File: src/source/tcp_tx_pkg.sv
`default_nettype none

package tcp_tx_pkg;

  localparam logic [7:0] tcp_proto = 8'd6; // ip protocol number

  localparam int min_hdr_len = 20; // bytes, no options
  localparam int opt_words   = 6;  // candidate option word slots
  localparam int max_opt_len = 24; // bytes, all options present

  // 13 summed halfwords, rest is load and handoff
  localparam logic [4:0] sum_cycles = 5'd16;

  // option kind bytes
  localparam logic [7:0] opt_end       = 8'd0;
  localparam logic [7:0] opt_nop       = 8'd1;
  localparam logic [7:0] opt_mss       = 8'd2;
  localparam logic [7:0] opt_win       = 8'd3;
  localparam logic [7:0] opt_sack_perm = 8'd4;
  localparam logic [7:0] opt_timestamp = 8'd8;

  // fields known when the request arrives
  typedef struct packed {
    logic [15:0] src_port;
    logic [15:0] dst_port;
    logic [31:0] seq_num;
    logic [31:0] ack_num;
    logic [8:0]  flags;       // ns..fin
    logic [15:0] win_size;
    logic [15:0] urg_ptr;
    logic [31:0] src_ip;
    logic [31:0] dst_ip;
    logic [15:0] payload_len; // bytes
    logic [31:0] payload_sum; // unfolded, from the payload source
  } tcp_base_hdr_t;

  // option selections
  typedef struct packed {
    logic        mss_pres;
    logic [15:0] mss;
    logic        win_pres;
    logic [7:0]  win_shift;
    logic        sack_perm_pres;
    logic        ts_pres;
    logic [31:0] ts_val;
    logic [31:0] ts_ecr;
  } tcp_opt_sel_t;

endpackage

`default_nettype wire

File: src/source/tcp_opt_if.sv
`default_nettype none

// option path, builder to serializer
interface tcp_opt_if;

  logic [0:tcp_tx_pkg::max_opt_len-1][7:0] opt_bytes; // byte 0 goes out first
  logic [4:0]  opt_len;  // bytes, multiple of 4
  logic [31:0] opt_sum;  // unfolded halfword sum
  logic        opt_done; // level, held until frame end

  modport builder (
    output opt_bytes, opt_len, opt_sum, opt_done
  );

  modport user (
    input opt_bytes, opt_len, opt_sum, opt_done
  );

endinterface

`default_nettype wire

File: src/source/tcp_opt_builder.sv
`default_nettype none

module tcp_opt_builder (
  input  logic                     clk,
  input  logic                     fsm_rst,
  input  logic                     frame_end,
  input  logic                     start,
  input  tcp_tx_pkg::tcp_opt_sel_t sel,
  tcp_opt_if.builder               opt
);

  localparam int n_slots = tcp_tx_pkg::opt_words;

  logic                        rst;
  logic                        run;      // scanning slots
  logic [2:0]                  slot_cnt; // slot under test
  logic [0:n_slots-1][31:0]    cand;     // candidate words, slot 0 at the front
  logic [0:n_slots-1]          pres;     // present flag per slot

  assign rst = fsm_rst || frame_end; // clean up after every frame

  // control, length and sum
  always_ff @(posedge clk) begin
    if (rst) begin
      run          <= 1'b0;
      slot_cnt     <= '0;
      opt.opt_len  <= '0;
      opt.opt_sum  <= '0;
      opt.opt_done <= 1'b0;
    end else if (start) begin
      run          <= 1'b1;
      slot_cnt     <= '0;
      opt.opt_len  <= '0;
      opt.opt_sum  <= '0;
      opt.opt_done <= 1'b0;
    end else if (run) begin
      slot_cnt <= slot_cnt + 3'd1;
      if (pres[0]) begin // word kept, count it and sum both halves
        opt.opt_len <= opt.opt_len + 5'd4;
        opt.opt_sum <= opt.opt_sum + cand[0][31:16] + cand[0][15:0];
      end
      if (slot_cnt == 3'(n_slots - 1)) begin // last slot seen
        run          <= 1'b0;
        opt.opt_done <= 1'b1;
      end
    end
  end

  // candidate words and the packed option bytes
  always_ff @(posedge clk) begin
    if (start) begin
      cand <= {
        {tcp_tx_pkg::opt_mss, 8'd4, sel.mss},
        {tcp_tx_pkg::opt_nop, tcp_tx_pkg::opt_win, 8'd3, sel.win_shift},
        {tcp_tx_pkg::opt_nop, tcp_tx_pkg::opt_nop, tcp_tx_pkg::opt_sack_perm, 8'd2},
        {tcp_tx_pkg::opt_nop, tcp_tx_pkg::opt_nop, tcp_tx_pkg::opt_timestamp, 8'd10},
        sel.ts_val,
        sel.ts_ecr
      };
      pres <= {
        sel.mss_pres,
        sel.win_pres,
        sel.sack_perm_pres,
        {3{sel.ts_pres}} // kind word, value, echo
      };
      opt.opt_bytes <= {tcp_tx_pkg::max_opt_len{tcp_tx_pkg::opt_end}}; // unused bytes stay zero
    end else if (run) begin
      cand[0:n_slots-2] <= cand[1:n_slots-1]; // next slot to the front
      pres[0:n_slots-2] <= pres[1:n_slots-1];
      if (pres[0]) opt.opt_bytes[opt.opt_len +: 4] <= cand[0]; // append after last word
    end
  end

endmodule

`default_nettype wire

File: src/source/tcp_hdr_sum.sv
`default_nettype none

module tcp_hdr_sum (
  input  logic                      clk,
  input  logic                      fsm_rst,
  input  logic                      frame_end,
  input  logic                      start,
  input  tcp_tx_pkg::tcp_base_hdr_t hdr,
  output logic [31:0]               base_sum,
  output logic                      sum_done
);

  // pseudo header without length: 5, header without offset/flags and checksum: 8
  localparam int n_hw = 13;

  logic                   rst;
  logic                   run;
  logic [4:0]             cyc_cnt; // cycles since load
  logic [0:n_hw-1][15:0]  hw_sr;   // halfwords, next one at index 0

  assign rst = fsm_rst || frame_end;

  always_ff @(posedge clk) begin
    if (rst) begin
      run      <= 1'b0;
      cyc_cnt  <= '0;
      base_sum <= '0;
      sum_done <= 1'b0;
    end else if (start) begin
      run      <= 1'b1;
      cyc_cnt  <= 5'd1;
      base_sum <= '0;
      sum_done <= 1'b0;
    end else if (run) begin
      cyc_cnt <= cyc_cnt + 5'd1;
      if (cyc_cnt <= 5'(n_hw)) base_sum <= base_sum + {16'd0, hw_sr[0]}; // one halfword per cycle
      if (cyc_cnt == tcp_tx_pkg::sum_cycles - 5'd1) begin // lines up with the serializer
        run      <= 1'b0;
        sum_done <= 1'b1;
      end
    end
  end

  always_ff @(posedge clk) begin
    if (start) begin
      hw_sr <= {
        hdr.src_ip,
        hdr.dst_ip,
        {8'h00, tcp_tx_pkg::tcp_proto}, // zero, protocol
        hdr.src_port,
        hdr.dst_port,
        hdr.seq_num,
        hdr.ack_num,
        hdr.win_size,
        hdr.urg_ptr
      };
    end else if (run) begin
      hw_sr[0:n_hw-2] <= hw_sr[1:n_hw-1];
    end
  end

endmodule

`default_nettype wire

File: src/source/tcp_tx_serializer.sv
`default_nettype none

module tcp_tx_serializer #(
  parameter int queue_addr_w = 10
) (
  input  logic                      clk,
  input  logic                      fsm_rst,
  input  logic                      start,
  input  tcp_tx_pkg::tcp_base_hdr_t hdr,
  tcp_opt_if.user                   opt,
  input  logic [31:0]               base_sum,
  input  logic                      sum_done,
  input  logic [7:0]                queue_data,
  output logic                      queue_req,
  output logic [queue_addr_w-1:0]   queue_addr,
  output logic                      tx_v,
  output logic                      tx_sof,
  output logic                      tx_eof,
  output logic [7:0]                tx_d,
  output logic                      frame_end
);

  localparam int hdr_bytes = tcp_tx_pkg::min_hdr_len + tcp_tx_pkg::max_opt_len; // 44

  logic                       rst;
  logic                       armed;   // request seen, waiting for partial sums
  logic                       added;   // sum_acc valid
  logic                       folded;  // chsum valid
  logic                       sending;
  logic                       pay_sel; // tx_d from the queue
  logic [3:0]                 data_off;
  logic [15:0]                offs_flags;
  logic [15:0]                hdr_len_c;
  logic [15:0]                tcp_len_c;
  logic [15:0]                hdr_len;  // header plus options
  logic [15:0]                tcp_len;  // whole segment
  logic [15:0]                byte_cnt; // index of byte on tx_d
  logic [31:0]                sum_acc;
  logic [16:0]                fold;
  logic [15:0]                chsum;
  logic [0:hdr_bytes-1][7:0]  hdr_sr;

  assign rst       = fsm_rst || tx_eof; // last byte ends the frame
  assign frame_end = tx_eof;

  assign data_off   = 4'(tcp_tx_pkg::min_hdr_len / 4) + {1'b0, opt.opt_len[4:2]};
  assign offs_flags = {data_off, 3'b000, hdr.flags};
  assign hdr_len_c  = 16'(tcp_tx_pkg::min_hdr_len) + {11'd0, opt.opt_len};
  assign tcp_len_c  = hdr_len_c + hdr.payload_len;
  assign fold       = {1'b0, sum_acc[31:16]} + {1'b0, sum_acc[15:0]}; // first carry fold

  assign tx_d = pay_sel ? queue_data : hdr_sr[0];

  always_ff @(posedge clk) begin
    if (rst) begin
      armed      <= 1'b0;
      added      <= 1'b0;
      folded     <= 1'b0;
      sending    <= 1'b0;
      pay_sel    <= 1'b0;
      tx_v       <= 1'b0;
      tx_sof     <= 1'b0;
      tx_eof     <= 1'b0;
      queue_req  <= 1'b0;
      queue_addr <= '0;
      byte_cnt   <= '0;
    end else begin
      if (start) begin
        armed      <= 1'b1;
        queue_addr <= hdr.seq_num[queue_addr_w-1:0]; // payload sits at seq low bits
      end else if (queue_req) begin
        queue_addr <= queue_addr + 1'b1;
      end
      pay_sel <= queue_req; // data back one cycle after its address
      if (armed && opt.opt_done && sum_done) begin
        armed <= 1'b0;
        added <= 1'b1;
      end
      if (added) begin
        added  <= 1'b0;
        folded <= 1'b1;
      end
      if (folded) begin // header register loaded now
        folded   <= 1'b0;
        sending  <= 1'b1;
        tx_v     <= 1'b1;
        tx_sof   <= 1'b1;
        byte_cnt <= '0;
      end else if (sending) begin
        tx_sof   <= 1'b0;
        byte_cnt <= byte_cnt + 16'd1;
        // fetch one ahead of the first payload byte
        if (byte_cnt == hdr_len - 16'd2 && hdr.payload_len != '0) queue_req <= 1'b1;
        if (byte_cnt == tcp_len - 16'd2) begin // next byte is the last
          queue_req <= 1'b0;
          tx_eof    <= 1'b1;
        end
      end
    end
  end

  // checksum pipeline, two cycles
  always_ff @(posedge clk) begin
    if (armed && opt.opt_done && sum_done) begin
      sum_acc <= base_sum + opt.opt_sum + hdr.payload_sum +
                 {16'd0, tcp_len_c} + {16'd0, offs_flags};
      hdr_len <= hdr_len_c;
      tcp_len <= tcp_len_c;
    end
    if (added) chsum <= ~(fold[15:0] + {15'd0, fold[16]}); // second fold cannot carry
  end

  always_ff @(posedge clk) begin
    if (rst) begin
      hdr_sr <= '0; // keeps tx_d at zero when idle
    end else if (folded) begin
      hdr_sr <= {
        hdr.src_port,
        hdr.dst_port,
        hdr.seq_num,
        hdr.ack_num,
        offs_flags,
        hdr.win_size,
        chsum,
        hdr.urg_ptr,
        opt.opt_bytes
      };
    end else if (sending) begin
      hdr_sr[0:hdr_bytes-2] <= hdr_sr[1:hdr_bytes-1]; // one byte per cycle
      hdr_sr[hdr_bytes-1]   <= 8'h00;
    end
  end

endmodule

`default_nettype wire

File: src/source/tcp_tx.sv
`default_nettype none

module tcp_tx #(
  parameter int queue_addr_w = 10
) (
  input  logic                    clk,
  input  logic                    fsm_rst,
  input  logic                    hdr_v,
  input  logic [15:0]             src_port,
  input  logic [15:0]             dst_port,
  input  logic [31:0]             seq_num,
  input  logic [31:0]             ack_num,
  input  logic [8:0]              flags,
  input  logic [15:0]             win_size,
  input  logic [15:0]             urg_ptr,
  input  logic [31:0]             src_ip,
  input  logic [31:0]             dst_ip,
  input  logic [15:0]             payload_len,
  input  logic [31:0]             payload_sum,
  input  logic                    mss_pres,
  input  logic [15:0]             mss,
  input  logic                    win_pres,
  input  logic [7:0]              win_shift,
  input  logic                    sack_perm_pres,
  input  logic                    ts_pres,
  input  logic [31:0]             ts_val,
  input  logic [31:0]             ts_ecr,
  input  logic [7:0]              queue_data,
  output logic                    busy,
  output logic                    queue_req,
  output logic [queue_addr_w-1:0] queue_addr,
  output logic                    tx_v,
  output logic                    tx_sof,
  output logic                    tx_eof,
  output logic [7:0]              tx_d
);

  tcp_tx_pkg::tcp_base_hdr_t hdr_q; // request held for the whole frame
  tcp_tx_pkg::tcp_opt_sel_t  sel_q;
  logic                      accept;
  logic                      start;
  logic                      frame_end;
  logic [31:0]               base_sum;
  logic                      sum_done;

  tcp_opt_if opt_bus ();

  assign accept = hdr_v && !busy; // requests while busy are dropped

  always_ff @(posedge clk) begin
    if (fsm_rst) begin
      busy  <= 1'b0;
      start <= 1'b0;
    end else begin
      start <= accept; // single pulse to all three parts
      if (accept) busy <= 1'b1;
      else if (frame_end) busy <= 1'b0;
    end
  end

  always_ff @(posedge clk) begin
    if (accept) begin
      hdr_q.src_port       <= src_port;
      hdr_q.dst_port       <= dst_port;
      hdr_q.seq_num        <= seq_num;
      hdr_q.ack_num        <= ack_num;
      hdr_q.flags          <= flags;
      hdr_q.win_size       <= win_size;
      hdr_q.urg_ptr        <= urg_ptr;
      hdr_q.src_ip         <= src_ip;
      hdr_q.dst_ip         <= dst_ip;
      hdr_q.payload_len    <= payload_len;
      hdr_q.payload_sum    <= payload_sum;
      sel_q.mss_pres       <= mss_pres;
      sel_q.mss            <= mss;
      sel_q.win_pres       <= win_pres;
      sel_q.win_shift      <= win_shift;
      sel_q.sack_perm_pres <= sack_perm_pres;
      sel_q.ts_pres        <= ts_pres;
      sel_q.ts_val         <= ts_val;
      sel_q.ts_ecr         <= ts_ecr;
    end
  end

  tcp_opt_builder u_opt_builder (
    .clk       (clk),
    .fsm_rst   (fsm_rst),
    .frame_end (frame_end),
    .start     (start),
    .sel       (sel_q),
    .opt       (opt_bus.builder)
  );

  tcp_hdr_sum u_hdr_sum (
    .clk       (clk),
    .fsm_rst   (fsm_rst),
    .frame_end (frame_end),
    .start     (start),
    .hdr       (hdr_q),
    .base_sum  (base_sum),
    .sum_done  (sum_done)
  );

  tcp_tx_serializer #(
    .queue_addr_w (queue_addr_w)
  ) u_serializer (
    .clk        (clk),
    .fsm_rst    (fsm_rst),
    .start      (start),
    .hdr        (hdr_q),
    .opt        (opt_bus.user),
    .base_sum   (base_sum),
    .sum_done   (sum_done),
    .queue_data (queue_data),
    .queue_req  (queue_req),
    .queue_addr (queue_addr),
    .tx_v       (tx_v),
    .tx_sof     (tx_sof),
    .tx_eof     (tx_eof),
    .tx_d       (tx_d),
    .frame_end  (frame_end)
  );

endmodule

`default_nettype wire

File: config.mk
export PLATFORM = sky130hd
export DESIGN_NAME = tcp_tx
export DESIGN_NICKNAME = d
export VERILOG_FILES = /design/src/source/tcp_tx_pkg.sv /design/src/source/tcp_opt_if.sv /design/src/source/tcp_opt_builder.sv /design/src/source/tcp_hdr_sum.sv /design/src/source/tcp_tx_serializer.sv /design/src/source/tcp_tx.sv
export SDC_FILE = /design/constraint.sdc
export NUM_CORES = 2
export LEC_CHECK = 0
export BUFFER_PORTS_ARGS = -buffer_cell sky130_fd_sc_hd__buf_4
export CAP_MARGIN = 25
export CORE_UTILIZATION = 55
export DETAILED_ROUTE_END_ITERATION = 6
export GPL_TIMING_DRIVEN = 0
export PLACE_DENSITY = 0.81
export SLEW_MARGIN = 15
export SYNTH_ARGS = -nofsm -noshare
export SYNTH_HDL_FRONTEND = slang
export SYNTH_SLANG_ARGS = --single-unit
File: constraint.sdc
create_clock -name clk -period 20.5 [get_ports clk]
set_input_delay 4.1 -clock clk [delete_from_list [all_inputs] [get_ports clk]]
set_output_delay 4.1 -clock clk [all_outputs]
set_load 0.1 [all_outputs]
; Yosys cells after proc, flatten, opt, wreduce, memory -nomap -nowiden
; Cells that the tools add are included.
[classes]
addsub = 20
n_mul = 0
n_div = 0
n_lt_le_gt_ge = 1
n_eq_ne = 4
n_shift = 9
muxes = 28
bitwise = 3
n_reduce_logical = 23
[ops]
columns = op, n
row1 = 2-to-1 mux 352 bit, 2
row2 = 2-to-1 mux 192 bit, 2
row3 = 2-to-1 mux 144 bit, 2
row4 = variable part select 25 x 7 -> 24 bit, 8
row5 = bitwise mux 192 bit, 1
row6 = adder 32 x 16 -> 32 bit, 5
row7 = adder 32 bit, 2
row8 = == test 16 bit, 2
row9 = "subtractor 16 x 2 -> 16 bit, second input constant", 2
row10 = "variable shift 25 x 7 -> 24 bit, first input constant", 1
row11 = 2-to-1 mux 10 bit, 2
row12 = adder 16 x 16 -> 17 bit, 1
row13 = adder 16 x 1 -> 16 bit, 1
row14 = "adder 16 x 1 -> 16 bit, second input constant", 1
row15 = adder 16 bit, 1
row16 = 2-to-1 mux 1 bit, 16
row17 = inverter 16 bit, 1
row18 = nonzero test 16 bit, 1
row19 = nonzero test 2 bit, 6
row20 = "adder 10 x 1 -> 10 bit, second input constant", 1
row21 = 2-to-1 mux 5 bit, 2
row22 = 2-to-1 mux 8 bit, 1
row23 = AND reduction 2 bit, 4
row24 = OR reduction 2 bit, 4
row25 = 15 further kinds, 19
[word_totals]
regBits = 1488
latch_bits = 0
ram_bits = 0
mem_bits_ro = 0
inputBits = 352
output_inout_bits = 23
wordCells = 225
n_memories = 0

; Logic depth before layout (Yosys ltp)
[logic_depth]
ltp_word = 5
ltp_mapped = 25
ltp_nobuf = 23

; Modules after synthesis
; From an unflattened synthesis, not the netlist that was laid out.
[unflattened]
hier_cells = 5657
area_unflattened_um2 = 62551.2
[by_module_without_submodules]
columns = module, instances, cells_per_inst, area_per_inst_um2, seq_area_each_um2
row1 = tcp_tx_serializer, 1, 2817, 24797.5, 9829.4
row2 = tcp_opt_builder, 1, 1667, 16724.8, 9549.2
row3 = tcp_hdr_sum, 1, 826, 10725.3, 6866.6
row4 = tcp_tx, 1, 347, 10303.6, 10279.9

; Least setup slack after synthesis
; Ideal clock, no wire load.
[synth_path]
path_kind = in2reg
from = input hdr_v
to = register hdr_q[0] (netlist bit), enable pin
setup_time_ns = 1.084
t_arrival_ns = 18.766
t_required_ns = 19.416
setup_slack_ns = 0.650
cell_stages = 1
path_buffers = 0
cell_sequence = nor2b_1
[synth_between]
elab_chain_cells = 1
[synth_lines]
columns = item, line_no
row1 = "start, declared", tcp_tx.sv:8  ; input logic hdr_v,
row2 = logical AND 1 bit, tcp_tx.sv:48  ; assign accept = hdr_v && !busy;
row3 = "end, declared", tcp_tx.sv:38  ; tcp_tx_pkg::tcp_base_hdr_t hdr_q;
; No other way between the ends.
; A chain may end at the register's enable or synchronous reset.

; Worst setup path after layout
[layout_path]
from = input queue_data[1]
to = output tx_d[1]
[layout_between]
elab_chain_cells = 1
[layout_lines]
columns = item, line_no
row1 = "start, declared", tcp_tx.sv:28  ; input logic [7:0] queue_data,
row2 = 2-to-1 mux 8 bit, tcp_tx_serializer.sv:52  ; assign tx_d = pay_sel ? queue_data : hdr_sr[0];
row3 = "end, declared", tcp_tx.sv:35  ; output logic [7:0] tx_d
; No other way between the ends.

==> impl_results.md <==
- Grt met3 use: 0.06200
- Port Buf Inserts: 374
- Clock Sink Count: 1,474
- Largest stage delay, worst path: 290 ps
- Rows: 122
- Number of fill cells: 8,084
- Unrepaired setup endpoints after global routing: no
- Starting density of the core: 0.5554
- Top FF cell, synth: dfxtp_1
- Sum of overflow across all layers after global routing: 0
- Fmax: 0.1129 GHz
- Kind of cell with the highest combined delay on the critical path: buffers and inverters
- HPWL after DPL: 127,000 um
- Number of setup violations in the final report: 0
- Count of endpoints failing hold in the final timing report: 0
- Post-synth top area cell: edfxtp_1
- Min Tclk post-route: 8858 ps
- Max stage delay cell, worst path: mux2_2
- Met2 track utilization from global routing: 0.4864
- Number of buffers on the longest clock path: 3
- Ports placed on the boundary: 375
- Total chip power: 6820 uW
- Final-report max-slew violation count: 0
- Power Dens Cells: 95.20 mW/mm2
- Warnings from Yosys: 0
- Crit Path Max Fanout: 1
- Number of instances resized during post-cts repair: 0
- Nature of the critical path startpoint: input port
- Hold Path Cell Cnt: 0
- Total leakage power: 0.02684 uW
- First drt pass iteration count: 7
- DRC: 0
- Reported net switching power: 1702 uW
- Status: finished, final reports clean
- Number of standard cells after synthesis: 5,492
- Clock network latency to the later pin of the worst-skew pair: 780 ps
- GR met1 Demand/Resource: 0.4075
- Number of flops mapped to enable cells by yosys: 695
- Max-cap violations: 0
- Root cell of the clock tree: clkbuf_16
- Average footprint of a synthesized cell: 11.19 um2
- Buffers inserted during post-CTS setup optimization: 0
- Synthesis-to-finish area growth: 16.55%
- Register clock-pin slew on the reported worst setup and hold paths: 60 ps
- Sequential fraction of the synthesis area: 0.5933
- Global routing's busiest layer: met2
- Vias: 45,930
- Internal power component: 5118 uW
- Share of layout cells above drive strength 1: 0.1086
- Setup Crit Path Kind: input port to output port
- Worst Path Buf+Inv: 2
- Largest cells by area after synthesis: edfxtp_1 (34%), dfxtp_1 (25%), mux2i_1 (7.3%)
- H-tree depth: 4
- Element type at the critical path end: output port
- Most common cell on crit path: buf_4
- Drt first-iter violations: 5,492
- Maximum number of pins on one net before global-route repair: 62
- WP data arrival: 4760 ps
- Number of nets produced by synthesis: 6,059
- Post-place setup slack: 11,650 ps
- GR Util All Layers: 0.3094
- Peak supply drop: 0.00009515 V
- Total Neg Setup Slack: 0 ps
- Worst r2r path cells: 24
- Total stage count of the critical path: 3
- DRT antenna net count: 0
- Final net count: 6,602
- Chip height: 336.3 um
- Worst setup skew after layout: 53.63 ps
- Antenna violations before repair: 4
- Headroom to the max-slew limit: 0.2489
- Required time of the worst setup path: 16,400 ps
- Via-to-Cell Ratio: 6.004
- Share of flip-flops with an asynchronous set or reset after synthesis: 0
- Core Footprint: 0.1107 mm2
- Library cell with the highest instance count after synthesis: nor2_1
- Combinational cell fraction of total power: 0.093
- Cell types with the highest counts after synthesis: nor2_1 (974), dfxtp_1 (779), edfxtp_1 (695), a21oi_1 (572), mux2i_1 (451)
- Chip width: 336.3 um
- Number of global-route vias before repair: 43,720
- Final cycle utilization of the critical path: 0.4321
- Placer's final routability congestion estimate: 0.9629
- Area share of the leading cell type in the synthesized netlist: 0.3395
- Global-route wire length before repair: 263,300 um
- Net Sw Frac: 0.2496
- Number of buffers inserted during clock tree synthesis: 149
- Synth cell types: 82
- Final WL: 178,300 um
- CTS tree: done
- Cells along the critical path: buf_4 -> mux2_2 -> buf_4
- Die Outline Area: 0.1131 mm2
- Path class of the lowest-slack min-delay path: flip-flop to flip-flop
- Count of hold buffers inserted by post-cts repair: 0
- Routed wire length per instance: 23.31 um
- Clock network fraction of total power: 0.408
- Post-synthesis instance area: 0.06146 mm2
- Worst Slack Setup Final: 11,640 ps
- Share of power burned in registers: 0.499
- Yosys reg bits: 1,474
- Slew of the pin with the lowest slew margin: 1127 ps
==> per-stage QoR <==
step           hold WS, ps  instances  area [um2]    util
6_report             418.1       7650       71640  0.6473
5_1_grt              423.9       7650       71640  0.6473
4_1_cts              419.5       7648       71620  0.6472
3_5_place_dp         405.6       7371       66550  0.6013
3_3_place_gp         401.7       7354       66130  0.5976
2_1_floorplan        400.3       5492       61460       -
==> flip-flops by register name (all words and copies together) (netlist names), 32 cells and up <==
register	flops
u_serializer.hdr_sr	352
hdr_q	249
u_hdr_sum.hw_sr	208
u_opt_builder.cand	192
u_opt_builder.opt.opt_bytes	192
sel_q	92
u_hdr_sum.base_sum	32
u_opt_builder.opt.opt_sum	32
u_serializer.sum_acc	32
==> layer usage <==
layer,up-vias,wire length (um)
met5,-,13
met4,2,9718
met3,542,17450
met2,2539,81270
met1,22210,69890
li1,20640,-
==> cell type report <==
cell class              count  area [um2]  area share
flip-flops and latches   1474       36470      0.5091
multi-input cells        3561       23290      0.3252
clock buffers             204        4259     0.05946
repair buffers            392        3212     0.04484
well taps                1488        1862     0.02599
plain buffers             356        1343     0.01874
clock inverters            73       814.5     0.01137
inverters                 101       379.1    0.005292
diodes                      1       2.502  0.00003493
==> cells by family after synthesis <==
family / count (synthesis) / synth area share
and+or+nand+nor: 1621 / 0.1115
DFF: 1474 / 0.5933
AOI/OAI and AO/OA: 1118 / 0.1173
muxes: 462 / 0.07546
buffers and inverters: 457 / 0.02801
adders and majority gates: 215 / 0.05342
xor gates and xnor gates: 145 / 0.02103
==> worst paths after layout <==
kind / end / slack, ps / start
setup reg to reg: u_serializer.sum_acc[28]$_DFFE_PP_ / 13330 / u_opt_builder.opt.opt_len[2]$_SDFFE_PP0P_
hold reg to reg: u_opt_builder.cand[4]$_DFFE_PP_ / 420 / sel_q[4]$_DFFE_PP_
hold / removal: u_opt_builder.cand[4]$_DFFE_PP_ / 420 / sel_q[4]$_DFFE_PP_
setup / recovery: tx_d[1] / 11640 / queue_data[1]
==> cells in the final DEF, fill, tap and decap left out, drive strengths merged, types with 106 or more instances in the layout <==
master,count
a21oi,575
ha,136
dfxtp,779
clkbuf,501
a22o,232
edfxtp,695
mux2i,451
nor2,974
inv,106
buf,451
nand2,272
nand3,171
==> power groups by stage <==
| stage | registers, uW | logic (uW) | clock network, uW |
|---|---|---|---|
| CTS | 3400 | 625 | 2790 |
| detailed placement | 3460 | 616 | 0 |
| floorplan | 3420 | 396 | 0 |
| global placement | 3500 | 577 | 0 |
| finish | 3410 | 633 | 2780 |
| global route | 3410 | 688 | 2920 |
Note: power is estimated with default switching activity, not from simulation.
